## config.mk

```make
export PLATFORM = sky130hd
export DESIGN_NAME = ramAccessDecode_flat
export DESIGN_NICKNAME = d
export VERILOG_FILES = /design/src/hw/ramPkg.sv /design/src/hw/ramPortIf.sv /design/src/hw/ramAccessDecode.sv /design/src/flat_wrapper.sv
export VERILOG_INCLUDE_DIRS = /design/src /design/src/include
export SDC_FILE = /design/constraint.sdc
export NUM_CORES = 1
export LEC_CHECK = 0
export BUFFER_PORTS_ARGS = -buffer_cell sky130_fd_sc_hd__buf_2
export CAP_MARGIN = 20
export CELL_PAD_IN_SITES_DETAIL_PLACEMENT = 1
export CELL_PAD_IN_SITES_GLOBAL_PLACEMENT = 1
export CORE_UTILIZATION = 16
export DETAILED_ROUTE_END_ITERATION = 8
export PLACE_DENSITY_LB_ADDON = 0.1
export SYNTH_ARGS = -nofsm -noshare
export SYNTH_HDL_FRONTEND = slang
export SYNTH_SLANG_ARGS = --single-unit
```

## constraint.sdc

```tcl
create_clock -name vclk -period 1.5
set_clock_uncertainty 0.15 [all_clocks]
set_input_delay 0.15 -clock vclk [all_inputs]
set_output_delay 0.15 -clock vclk [all_outputs]
set_load 0.01 [all_outputs]
```

## src/include/ramSystem_defs.svh

```systemverilog
// Banked RAM system sizing.
// Address width, bank depths and byte lane count shared by the RAM blocks
// and the types built from them.

`ifndef RAMSYSTEM_DEFS_SVH
`define RAMSYSTEM_DEFS_SVH

// Byte address width. 196,608 bytes need 18 bits.
`define RAM_ADR_W 18

// Bank 0 is the deep bank and sets the word address width.
`define BIG_WORDS 32768

// Bank 1 holds half as many words. Bit 16 of its byte addresses must be zero.
`define SMALL_WORDS 16384

// Byte lanes per 32-bit word.
`define LANES 4

// Width of one byte lane.
`define LANE_W 8

`endif

```

## src/hw/ramPkg.sv

```systemverilog
// RAM system types.
// Vector types for addresses, data words and lane enables, sized from the
// shared sizing macros so every block agrees on the widths.

package ramPkg;

`include "ramSystem_defs.svh"

  // Full byte address as seen at the top level.
  typedef logic [`RAM_ADR_W-1:0] byteAdrT;

  // One data word, all lanes side by side.
  typedef logic [`LANES*`LANE_W-1:0] wordT;

  // One write enable per byte lane.
  typedef logic [`LANES-1:0] laneEnT;

  // Word address within a bank. Sized for the deep bank; the small bank
  // ignores the top bit.
  typedef logic [$clog2(`BIG_WORDS)-1:0] wordAdrT;

  // Byte position within a word.
  typedef logic [$clog2(`LANES)-1:0] byteOffT;

endpackage

```

## src/hw/ramPortIf.sv

```systemverilog
// RAM bank port.
// Carries one bank's lane write enables, word address and write data from
// the decoder to the bank, and the bank's read word on to the read selector.

`timescale 1ns/1ps

interface ramPortIf import ramPkg::*; ();

  laneEnT  laneEn;   // Per-lane write strobes, all zero on a read-only cycle.
  wordAdrT wordAdr;  // Word index; the bank takes the low bits it needs.
  wordT    wdata;    // Write word, byte data already copied to every lane.
  wordT    rdata;    // Old contents at wordAdr, one clock after the address.

  // The decoder side drives the access.
  modport ctrl (
    output laneEn,
    output wordAdr,
    output wdata
  );

  // The bank side stores and returns data.
  modport mem (
    input  laneEn,
    input  wordAdr,
    input  wdata,
    output rdata
  );

  // The read selector only looks at the returned word.
  modport sel (
    input rdata
  );

endinterface

```

## src/hw/ramAccessDecode.sv

```systemverilog
// RAM access decoder.
// Splits the byte address into bank, word address and byte offset, builds
// the lane write enables for the selected bank and lines the write data up
// with the lanes. Purely combinational.

`timescale 1ns/1ps

`include "ramSystem_defs.svh"

module ramAccessDecode import ramPkg::*; (
  input  logic    wr,         // Write this cycle.
  input  logic    be,         // Byte access when high, word access when low.
  input  byteAdrT adr,        // Byte address.
  input  wordT    wdata,      // Write data; bits 7:0 only for a byte write.
  ramPortIf.ctrl  bigPort,    // Bank 0, 32K words.
  ramPortIf.ctrl  smallPort   // Bank 1, 16K words.
);

  ////////////////////////////////////////////////////////////////////////
  // Address fields
  ////////////////////////////////////////////////////////////////////////

  localparam int BankBit = `RAM_ADR_W - 1;  // Selects bank 1 when set.
  localparam int HighBit = `RAM_ADR_W - 2;  // Top word address bit of bank 0.
  localparam int OffW = $clog2(`LANES);     // Byte offset bits below the word.

  logic    bankSel;     // Bank 1 is addressed.
  logic    outOfRange;  // Bank 1 with an address past its last word.
  wordAdrT wordAdr;
  byteOffT byteOff;

  assign bankSel = adr[BankBit];
  assign wordAdr = adr[BankBit-1:OffW];  // Same word index goes to both banks.
  assign byteOff = adr[OffW-1:0];

  // The small bank only has half the words, so its upper half is a hole.
  assign outOfRange = bankSel & adr[HighBit];

  ////////////////////////////////////////////////////////////////////////
  // Lane write enables
  ////////////////////////////////////////////////////////////////////////

  laneEnT laneSel;    // Lanes touched by the access, ignoring wr.
  laneEnT wrLanes;    // Lanes written this cycle in whichever bank is chosen.

  // A word access covers every lane. A byte access covers the one lane
  // named by the offset.
  always_comb begin
    if (be) begin
      laneSel = '0;
      laneSel[byteOff] = 1'b1;
    end else begin
      laneSel = '1;
    end
  end

  // Nothing is written on a read cycle or into the hole above bank 1.
  assign wrLanes = (wr && !outOfRange) ? laneSel : '0;

  // Only the addressed bank sees the strobes; the other one just reads.
  assign bigPort.laneEn   = bankSel ? '0 : wrLanes;
  assign smallPort.laneEn = bankSel ? wrLanes : '0;

  assign bigPort.wordAdr   = wordAdr;
  assign smallPort.wordAdr = wordAdr;  // The bank drops bit 14 itself.

  ////////////////////////////////////////////////////////////////////////
  // Write data
  ////////////////////////////////////////////////////////////////////////

  wordT laneData;

  // A byte write carries its value in bits 7:0. Copying it into every lane
  // means each lane can take its own slice and only the enable decides.
  assign laneData = be ? {`LANES{wdata[`LANE_W-1:0]}} : wdata;

  assign bigPort.wdata   = laneData;
  assign smallPort.wdata = laneData;

endmodule

```

## src/flat_wrapper.sv

```systemverilog
// flat-port wrapper written by rule: the top's interface ports become plain ports
module ramAccessDecode_flat import ramPkg::*;
  (wr, be, adr, wdata, bigPort_laneEn, bigPort_wordAdr, bigPort_wdata, smallPort_laneEn, smallPort_wordAdr, smallPort_wdata);
  ramPortIf bigPort_i ();
  ramPortIf smallPort_i ();
  input  logic wr;
  input  logic be;
  input  byteAdrT adr;
  input  wordT wdata;
  output wire logic [$bits(bigPort_i.laneEn)-1:0] bigPort_laneEn;
  output wire logic [$bits(bigPort_i.wordAdr)-1:0] bigPort_wordAdr;
  output wire logic [$bits(bigPort_i.wdata)-1:0] bigPort_wdata;
  output wire logic [$bits(smallPort_i.laneEn)-1:0] smallPort_laneEn;
  output wire logic [$bits(smallPort_i.wordAdr)-1:0] smallPort_wordAdr;
  output wire logic [$bits(smallPort_i.wdata)-1:0] smallPort_wdata;
  assign bigPort_laneEn = bigPort_i.laneEn;
  assign bigPort_wordAdr = bigPort_i.wordAdr;
  assign bigPort_wdata = bigPort_i.wdata;
  assign smallPort_laneEn = smallPort_i.laneEn;
  assign smallPort_wordAdr = smallPort_i.wordAdr;
  assign smallPort_wdata = smallPort_i.wdata;
  ramAccessDecode u_core (.wr(wr), .be(be), .adr(adr), .wdata(wdata), .bigPort(bigPort_i), .smallPort(smallPort_i));
endmodule
```

-- Yosys cells after proc, flatten, opt, wreduce, memory -nomap -nowiden
Index checks and enable logic that the tools add are counted.
- bitwise gates (word level): 1
- reductions and logical operators: 3
- order comparisons: 2
- multiplexer cells: 7
- operators with widths (cell ; number):
    $mux W32 ; 1
    $mux W4 ; 4
    $lt A2 B3 Y1 const B ; 1
    $demux W1 S2 ; 1
    $ge A2 B1 Y1 const B ; 1
    $logic_and A1 B1 Y1 ; 2
    $and A1 B1 Y1 ; 1
    $logic_not A1 Y1 ; 1
    $mux W1 ; 1
- input port bits: 52
- register bits: 0
- word-level logic and storage cells: 13
- output and inout port bits: 102

-- Depth between registers and ports, before layout
- depth in word-level cells: 7
- mapped depth: 4
- depth with buffers taken out: 2

-- Worst setup path before layout
Ideal clock, no wire load.
- path type: input -> output
- start point: in be
- end point: out smallPort_wdata[13]
- required time: 1200 ps
- buffers on the path: 2
- path slack: 364 ps
- arrival time: 836 ps
- stages on the path: 3
- path through: buf_2 -> o21ai_0 -> buf_4
- cells in the longest elaborated chain, start to end: 1
- ends and longest elaborated chain (item ; RTL line ; source):
    start, declared ; flat_wrapper.sv:7 ; input logic be;
    $mux W32 ; ramAccessDecode.sv:75 ; assign laneData = be ? {`LANES{wdata[`LANE_W-1:0]}} : wdata;
    end, declared ; flat_wrapper.sv:15 ; output wire logic [$bits(smallPort_i.wdata)-1:0] smallPort_wdata;
No other way between the ends.

-- Worst setup path in the final report
- start point: in be
- end point: out bigPort_wdata[25]
- cells in the longest elaborated chain, start to end: 1
- ends and longest elaborated chain (item ; RTL line ; source):
    $mux W32 ; ramAccessDecode.sv:75 ;
    end, declared ; flat_wrapper.sv:12 ; output wire logic [$bits(bigPort_i.wdata)-1:0] bigPort_wdata;
No other way between the ends.

==> metrics.txt <==
top cells by area, synth=buf_4 (59%), inv_1 (10%), o21ai_1 (9.1%); status=finished, final reports clean; DR vias/cell=3.68; DRT iter0 DRCs=5; Register Area=0 µm²; Detail Placement HPWL=roughly 2.2 mm; Hold-fix buffers, CTS=0; total wire length=2.47 mm; IO buf count=112; final max-slew violation count=0; crit path capture type=output pin; diode count=0; total number of yosys warnings=0; Area Growth Syn to Fin=11.7%; Die W=76.4 µm; crit path launch=be; Overflow after GRT=0; startpoint types=input port; endpoints failing hold=0; Total GRT Usage=about 7.5%; full die area=5830 µm²; global-route wire length before repair=3.84 mm; Fillers=between 700 and 800; number of remaining DRC errors=0; Hold Path Depth=0; Die H=76.4 µm; post_cts resized=0; measured slew at the worst slew-check pin=0.225 ns; multi-input gate area in the final layout=230 µm²; fmax=around 0.87 GHz; sequential share of the synthesized area=0%; CP Class=in -> out; Leakage Power=a little under 0.7 nW; endpoints failing setup=0; Post-Syn Area per Cell=6.14 µm²; Post-Syn Nets=between 150 and 200; Initial DRT Pass Iterations=2; crit path DAT=roughly 0.85 ns; unrepaired setup endpoints after global routing=no; # rows=26; hold crit path type=in -> out; worst hold start=adr[8]; final total power=348 µW; post-synth top area cell=buf_4; Tcrit/Tclk final=between 70% and 80%; post-route ant nets=0; CP required=1.20 ns; Core ar.=between 5000 and 6000 µm²; library cells used by synthesis=13; Post-Syn Instances=between 100 and 150; num sequential=0; RD Place Congestion=around 0.72; Rel. slew slack=between 80 and 90%; vias=around 930; Ports=~150; initial antenna violation count=0; vias in the first global route=813; Nets=237; share of the synthesized area in the top cell type=59.4%; Starting Density=17.0%; Wirelength per Cell=between 9 and 10 µm; layout cells sized above 1=between 60 and 70%; setup bufs post-CTS=0; largest net degree at the start of global routing=39; setup TNS=0 ns; Worst Hold End=bigPort_wordAdr[6]; clock buffers=0; min Tclk post-route=~1.1 ns; Max VDD drop=~0.08 mV; post-synthesis cell area=885 µm²; worst-path maximum fanout=38; max_cap viols=0; Power Density=352 nW/µm²
==> metrics by stage <==
stage          instance area (µm²)  hold WS, ns  worst slack, ns  instances  utilization, %
2_1_floorplan                  885        0.242            0.364        144               -
3_3_place_gp                   988        0.150            0.325        253            19.0
3_5_place_dp                   988        0.150            0.330        253            19.0
4_1_cts                        988        0.150            0.326        253            19.0
5_1_grt                        988        0.150            0.270        253            19.0
6_report                       988        0.150            0.351        253            19.0
==> how the worst max path moves through the flow <==
| stage | end | slack (ns) | cells after the start |
|---|---|---|---|
| after floorplan | smallPort_wdata[13] | 0.36 | 3 |
| after global placement | bigPort_wdata[25] | 0.33 | 4 |
| after detailed placement | bigPort_wdata[14] | 0.33 | 4 |
| after CTS | bigPort_wdata[14] | 0.33 | 4 |
| after global routing | bigPort_wdata[14] | 0.27 | 4 |
| final | bigPort_wdata[25] | 0.35 | 4 |
==> worst max-delay path, stage by stage <==
cell and delay [ns]:
buf_2 0.11, buf_12 0.16, o21ai_0 0.23, buf_2 0.18
==> layout make-up <==
cell class,count,share of cell area [%]
multi-input cells,46,23.3
inverters,24,9.11
repair buffers,113,58.7
well taps,70,8.86
==> logic make-up after synthesis <==
group	share of synthesized area (%)
buf+inv	74.0
simple gates	8.06
compound gates	18.0
==> per-layer routing <==
layer | vias to the layer above | track usage (%) | part of all wire (%)
met5 | - | 0 | 0
met2 | 68 | 15.3 | 51
met3 | 17 | 2.63 | 15
met4 | 0 | 2.12 | 1.5
li1 | 447 | - | -
met1 | 400 | 6.71 | 32
==> cell usage in the layout, fill, tap and decap left out <==
master    instances
nand2_1           8
nor2_1            4
a21boi_2          1
buf_12            1
buf_2           112
inv_1            24
o21ai_1          16
o21a_1            1
o21ai_0           8
a21oi_1           4
nand3b_1          1
nand2b_1          3
==> where the power goes <==
part / internal, mW / total (mW) / leakage, nW / switching, mW
combinational: 0.154 / 0.348 / 0.679 / 0.194
sequential: 0 / 0 / 0 / 0
clock: 0 / 0 / 0 / 0
total: 0.154 / 0.348 / 0.679 / 0.194
==> Yosys cell counts <==
| master | count |
|---|---|
| nand2b_1 | 3 |
| buf_2 | 1 |
| a21oi_1 | 4 |
| inv_1 | 24 |
| buf_6 | 3 |
| o21ai_0 | 8 |
| nor2_1 | 4 |
| nand2_1 | 8 |
| o21a_1 | 1 |
| a21boi_2 | 1 |
| o21ai_1 | 16 |
| nand3b_1 | 1 |
| buf_4 | 70 |
Note: power is estimated with default switching activity, not from simulation.
