==> config.mk <==
export PLATFORM = sky130hd
export DESIGN_NAME = ramReadSelect_flat
export DESIGN_NICKNAME = d
export VERILOG_FILES = /design/src/hw/ramPkg.sv /design/src/hw/ramPortIf.sv /design/src/hw/ramReadSelect.sv /design/src/flat_wrapper.sv
export VERILOG_INCLUDE_DIRS = /design/src /design/src/include
export SDC_FILE = /design/constraint.sdc
export NUM_CORES = 1
export LEC_CHECK = 0
export BUFFER_PORTS_ARGS = -buffer_cell sky130_fd_sc_hd__buf_2
export CORE_ASPECT_RATIO = 0.8
export CORE_MARGIN = 2
export CORE_UTILIZATION = 30
export DETAILED_ROUTE_END_ITERATION = 10
export GPL_ROUTABILITY_DRIVEN = 0
export GPL_TIMING_DRIVEN = 1
export PLACE_DENSITY = 0.71
export REMOVE_ABC_BUFFERS = 1
export SLEW_MARGIN = 15
export SYNTH_ARGS = -nofsm -noshare
export SYNTH_HDL_FRONTEND = slang
export SYNTH_SLANG_ARGS = --single-unit
==> constraint.sdc <==
create_clock -name clk -period 3.1 [get_ports clk]
set_clock_uncertainty 0.15 [all_clocks]
set_input_delay 0 -clock clk [delete_from_list [all_inputs] [get_ports clk]]
set_output_delay 0 -clock clk [all_outputs]
set_load 0.005 [all_outputs]
==> src/include/ramSystem_defs.svh <==
// Banked RAM system sizing.
// Address width, bank depths and byte lane count shared by the RAM blocks
// and the types built from them.

`ifndef RAMSYSTEM_DEFS_SVH
`define RAMSYSTEM_DEFS_SVH

// Byte address width. 196,608 bytes need 18 bits.
`define RAM_ADR_W 18

// Bank 0 is the deep bank and sets the word address width.
`define BIG_WORDS 32768

// Bank 1 holds half as many words. Bit 16 of its byte addresses must be zero.
`define SMALL_WORDS 16384

// Byte lanes per 32-bit word.
`define LANES 4

// Width of one byte lane.
`define LANE_W 8

`endif

==> src/hw/ramPkg.sv <==
// RAM system types.
// Vector types for addresses, data words and lane enables, sized from the
// shared sizing macros so every block agrees on the widths.

package ramPkg;

`include "ramSystem_defs.svh"

  // Full byte address as seen at the top level.
  typedef logic [`RAM_ADR_W-1:0] byteAdrT;

  // One data word, all lanes side by side.
  typedef logic [`LANES*`LANE_W-1:0] wordT;

  // One write enable per byte lane.
  typedef logic [`LANES-1:0] laneEnT;

  // Word address within a bank. Sized for the deep bank; the small bank
  // ignores the top bit.
  typedef logic [$clog2(`BIG_WORDS)-1:0] wordAdrT;

  // Byte position within a word.
  typedef logic [$clog2(`LANES)-1:0] byteOffT;

endpackage

==> src/hw/ramPortIf.sv <==
// RAM bank port.
// Carries one bank's lane write enables, word address and write data from
// the decoder to the bank, and the bank's read word on to the read selector.

`timescale 1ns/1ps

interface ramPortIf import ramPkg::*; ();

  laneEnT  laneEn;   // Per-lane write strobes, all zero on a read-only cycle.
  wordAdrT wordAdr;  // Word index; the bank takes the low bits it needs.
  wordT    wdata;    // Write word, byte data already copied to every lane.
  wordT    rdata;    // Old contents at wordAdr, one clock after the address.

  // The decoder side drives the access.
  modport ctrl (
    output laneEn,
    output wordAdr,
    output wdata
  );

  // The bank side stores and returns data.
  modport mem (
    input  laneEn,
    input  wordAdr,
    input  wdata,
    output rdata
  );

  // The read selector only looks at the returned word.
  modport sel (
    input rdata
  );

endinterface

==> src/hw/ramReadSelect.sv <==
// RAM read selector.
// Keeps the attributes of the access issued at each edge so they line up
// with the bank data that comes back one clock later, then picks the bank,
// blanks the hole above bank 1 and aligns a byte read down to bits 7:0.

`timescale 1ns/1ps

`include "ramSystem_defs.svh"

module ramReadSelect import ramPkg::*; (
  input  logic    clk,
  input  logic    reset,
  input  logic    be,          // Byte access flag of the current address.
  input  byteAdrT adr,         // Current byte address.
  ramPortIf.sel   bigPort,     // Read word from bank 0.
  ramPortIf.sel   smallPort,   // Read word from bank 1.
  output wordT    rdata        // Read result, one clock after adr.
);

  localparam int BankBit = `RAM_ADR_W - 1;
  localparam int HighBit = `RAM_ADR_W - 2;
  localparam int OffW = $clog2(`LANES);

  ////////////////////////////////////////////////////////////////////////
  // Access attributes, one clock behind the address
  ////////////////////////////////////////////////////////////////////////

  logic    bankQ;   // Bank 1 was addressed.
  logic    highQ;   // Top word address bit, which is a hole in bank 1.
  logic    beQ;     // The access was a byte access.
  byteOffT offQ;    // Byte offset of the access.

  // Captured at the same edge at which the banks read. After reset the
  // attributes describe an address in the hole, so the output stays zero
  // until a real read comes back.
  always_ff @(posedge clk) begin
    if (reset) begin
      bankQ <= 1'b1;
      highQ <= 1'b1;
      beQ   <= 1'b0;
      offQ  <= '0;
    end else begin
      bankQ <= adr[BankBit];
      highQ <= adr[HighBit];
      beQ   <= be;
      offQ  <= adr[OffW-1:0];
    end
  end

  ////////////////////////////////////////////////////////////////////////
  // Select and align
  ////////////////////////////////////////////////////////////////////////

  logic outOfRangeQ;  // The returned data belongs to an address in the hole.
  wordT bankWord;     // Word from the bank that was addressed.
  wordT shifted;      // Addressed byte moved down to lane 0.

  // The range is judged again from the registered bits rather than taken
  // from the decoder, whose own test only stops writes.
  assign outOfRangeQ = bankQ & highQ;

  assign bankWord = bankQ ? smallPort.rdata : bigPort.rdata;

  assign shifted = bankWord >> (offQ * `LANE_W);  // Lane offQ ends up in 7:0.

  always_comb begin
    if (outOfRangeQ) begin
      rdata = '0;  // The hole reads as zero whatever the bank returned.
    end else if (beQ) begin
      rdata = '0;
      rdata[`LANE_W-1:0] = shifted[`LANE_W-1:0];  // Zero-extended byte.
    end else begin
      rdata = bankWord;  // Word reads ignore the offset.
    end
  end

endmodule

==> src/flat_wrapper.sv <==
// flat-port wrapper written by rule: the top's interface ports become plain ports
module ramReadSelect_flat import ramPkg::*;
  (clk, reset, be, adr, rdata, bigPort_rdata, smallPort_rdata);
  ramPortIf bigPort_i ();
  ramPortIf smallPort_i ();
  input  logic clk;
  input  logic reset;
  input  logic be;
  input  byteAdrT adr;
  output wordT rdata;
  input wire logic [$bits(bigPort_i.rdata)-1:0] bigPort_rdata;
  input wire logic [$bits(smallPort_i.rdata)-1:0] smallPort_rdata;
  assign bigPort_i.rdata = bigPort_rdata;
  assign smallPort_i.rdata = smallPort_rdata;
  ramReadSelect u_core (.clk(clk), .reset(reset), .be(be), .adr(adr), .bigPort(bigPort_i), .smallPort(smallPort_i), .rdata(rdata));
endmodule
### Yosys cells after proc, flatten, opt, wreduce, memory -nomap -nowiden

Index checks and enable logic that the tools add are counted.

* input bits: 85
* output and inout bits: 32
* word-level logic and storage cells: 9
* register bits: 5
* memory bits (writable): 0
* memory bits (read-only): 0
* bits in latches: 0
* memories: 0

* $add $sub $neg: 0
* $lt $le $gt $ge: 0
* shift operators: 1
* bitwise logic cells: 1
* $mul: 0
* div/mod/pow operators: 0
* equal/unequal tests: 0
* reductions and logical operators: 0
* multiplexer cells: 3

Operator list (number)
* $mux 32: 3
* $shr 32x5->8: 1
* $and 1x1->1: 1

### Longest topological paths before layout

* word-level depth: 4
* mapped depth: 6
* gate-level depth less buffers: 3

### Worst setup path after synthesis

Ideal clock, no wire load.

* kind: reg-to-output
* start: register u_core.bankQ
* end: output port rdata[4]
* data arrival time: 1.350 ns
* required time: 2.950 ns
* stages on the path, launching flop included: 5
* path buffers: 1
* path slack: 1.600 ns
* cell sequence: dfxtp_1 buf_6 mux4_2 or2_0 a41o_1

* longest elaborated chain between the ends: 4
* elaborated cells between the ends (all ways): 5
* classes of those cells: 1 x shift; 3 x mux; 1 x bitwise

Ends and longest elaborated chain
* from (decl): line ramReadSelect.sv:28 `logic bankQ;`
* from (signal assigned): line ramReadSelect.sv:43 `bankQ <= adr[BankBit];`
* $mux 32: line ramReadSelect.sv:62 `assign bankWord = bankQ ? smallPort.rdata : bigPort.rdata;`
* $shr 32x5->8: line ramReadSelect.sv:64 `` assign shifted = bankWord >> (offQ * `LANE_W); ``
* $mux 32: line ramReadSelect.sv:69 `end else if (beQ) begin`
* $mux 32 *: line ramReadSelect.sv:67 `if (outOfRangeQ) begin`
* to (decl): line flat_wrapper.sv:10 `output wordT rdata;`

Every way passes the cells marked *; elsewhere a longest branch is shown, timed or not.

### Worst setup path in the final report

* start: register u_core.bankQ
* end: output port rdata[1]

The elaborated chain is that of the path after synthesis.

==> out/qor.txt <==
Clock root buffer master - clkbuf_8
Total DRC errors in the routed layout - 0
Number of enable-type register cells in the synthesized netlist - 0
Maximum number of pins on one net before global-route repair - 28
Share of cells above drive strength 1 - 0.502
Family with the most delay on the worst path - multiplexers
Routed length on met2 - 1890 µm
Crit path time final - 2190 ps
Gate Count Post-Synth - 139
Crit-path max FO - 19
Number of search-and-repair iterations in the first detailed-routing pass - 4
Worst IR drop on VDD - 278 µV
Core Area - 3490 µm²
Area of combinational cells with multiple inputs - 940 µm²
Detailed-route wire length - 3690 µm
Routed met1 length - 1550 µm
Die width - 72 µm
Vias - 1419
Clock buffer count from CTS - 3
First element of the critical path - u_core.bankQ$_SDFF_PP1_
Most common library cell in the layout ignoring fill and taps - buf_2
IO buf count - 102
Commonest cells after routing, fill and taps aside - buf_2 (102), nor2_1 (25), mux2i_1 (24), nand2b_1 (13)
Area of the die - 4200 µm²
Vert. Die Dim - 58.4 µm
Commonest register cell after synthesis - dfxtp_1
Amount of wire on met3 after detailed routing - 236 µm
Crit end category - output port
Number of vias per cell - 4.98
Pins over their slew limit - 0
Final Net Count - 329
TritonCTS clock tree - yes
I/O pin count - 117
Initial Utilization - 0.318
Crit path required time - 2950 ps
Antenna diode count - 0
Async S/R FF share, synth - 0
Number of global-route vias before repair - 1322
Number of filler instances in the final layout - 345
Count of max-cap constraint violations - 0
Setup violators final - 0
Detailed placer's ending HPWL - 2710 µm
Slew at the pin closest to its max-slew limit - 805 ps
Combined global-route utilization of all metal layers - 0.172
Post-Synthesis Cell Area - 1110 µm²
Maximum cell stage delay along the critical path - 510 ps
Combined flip-flop and latch cell area - 101 µm²
Sum of overflow across all layers after global routing - 0
Critical path arrival - 2040 ps
Final hold violations - 0
Critical path class - reg -> out
Fraction of the yosys area taken by sequential cells - 0.0902
Initial antenna violation count - 0
Number of standard cells in the layout, taps in and fillers out - 285
Clk buf depth - 2
Depth of the CTS H-tree - 1
Status - finished, final reports clean
Buf/Inv on CP - 2
Critical hold path startpoint - bigPort_rdata[24]
Routed WL per cell - 13.0 µm
Worst-path clk slew - 40 ps
Seq cells post-synth - 5
Power density relative to cell area - 234 nW/µm²
First-pass GRT wire length - 5860 µm
Library cells used by synthesis - 23
Count of yosys warnings during synthesis - 0
Startpoint Class - flip-flop
Highest layer used for signal routing - met4
Number of sinks handled by clock tree synthesis - 5
Standard-cell row count - 19
Remaining antenna violation count - 0
Dpl cells - 273
HP Class - in -> out
Peak Freq - 456 MHz
Post-CTS Setup Repair Bufs - 0
Final design instance area without fill - 1760 µm²
Tcrit/Tclk final - 0.708
Area growth from synthesis to final layout - 58.3%
Post-place instance area - 1630 µm²
Library cell contributing the largest single delay on the critical path - mux4_2
Rel. slew slack - 0.464
Fin Hold WS - 168 ps
Drt initial violations - 70
Final-layout setup total negative slack - 0 ps
Total leakage power - 0.000983 µW
Worst-path cell chain - buf_4 > mux4_2 > nand2b_1 > a31o_1 > buf_2
Setup repair after global routing missed its margin - false
Avg Cell Area, Syn - 7.98 µm²
-- registers in the layout, indices dropped and copies added, names as in the netlist --
name / count
u_core.offQ: 2
u_core.beQ: 1
u_core.bankQ: 1
u_core.highQ: 1
-- final cells by class --
class	count	share of cell area
timing repair buffer	112	0.352
sequential	5	0.0577
clock buffer	4	0.0256
multi-input combinational	122	0.535
tap	42	0.0299
-- cell usage after synthesis, drive strengths merged, types with 2 or more instances --
master | number | area share
a32oi | 5 | 0.039
a41o | 3 | 0.027
or2 | 5 | 0.028
dfxtp | 5 | 0.090
nor2 | 25 | 0.085
nand2b | 13 | 0.073
clkbuf | 2 | 0.0068
mux2i | 24 | 0.22
mux4 | 8 | 0.16
a21oi | 8 | 0.036
nand3b | 8 | 0.054
nand2 | 8 | 0.027
nor2b | 5 | 0.028
buf | 10 | 0.056
nand3 | 3 | 0.014
a31o | 5 | 0.039
-- per-layer routing --
layer / vias to the layer above / track usage
li1: 717 / -
met1: 644 / 0.202
met2: 56 / 0.343
met3: 2 / 0.0120
met4: 0 / 0.0350
met5: - / 0
-- where the power goes --
part | switching [µW] | internal, µW | total (µW)
Sequential | 13.5 | 68.4 | 81.9
Combinational | 85.1 | 121 | 206
Clock | 34.2 | 88.5 | 123
-- stage by stage --
step	power [µW]	setup slack, ps	util
2_1_floorplan	186	266	-
3_3_place_gp	279	1150	0.467
3_5_place_dp	282	1130	0.467
4_1_cts	413	893	0.503
5_1_grt	442	758	0.503
6_report	411	906	0.503
-- path summary, 6_finish.rpt --
path	endpoint	depth (start not counted)	slack [ps]
setup / recovery	rdata[1]	5	910
hold / removal	rdata[24]	4	170
-- timing repair --
| action | in CTS | in global routing |
|---|---|---|
| gates resized for setup | 0 | 0 |
| hold endpoints to repair | 5 | 0 |
| endpoints found under the setup margin | 0 | 0 |
| hold buffers | 8 | 0 |
-- cell families after synthesis --
family,Yosys count,share of synthesized area
multiplexers,32,0.379
flip-flops,5,0.0902
buffers and inverters,12,0.0631
AO/OA/AOI/OAI,23,0.159
AND/OR/NAND/NOR,67,0.309
Note: power is estimated with default switching activity, not from simulation.
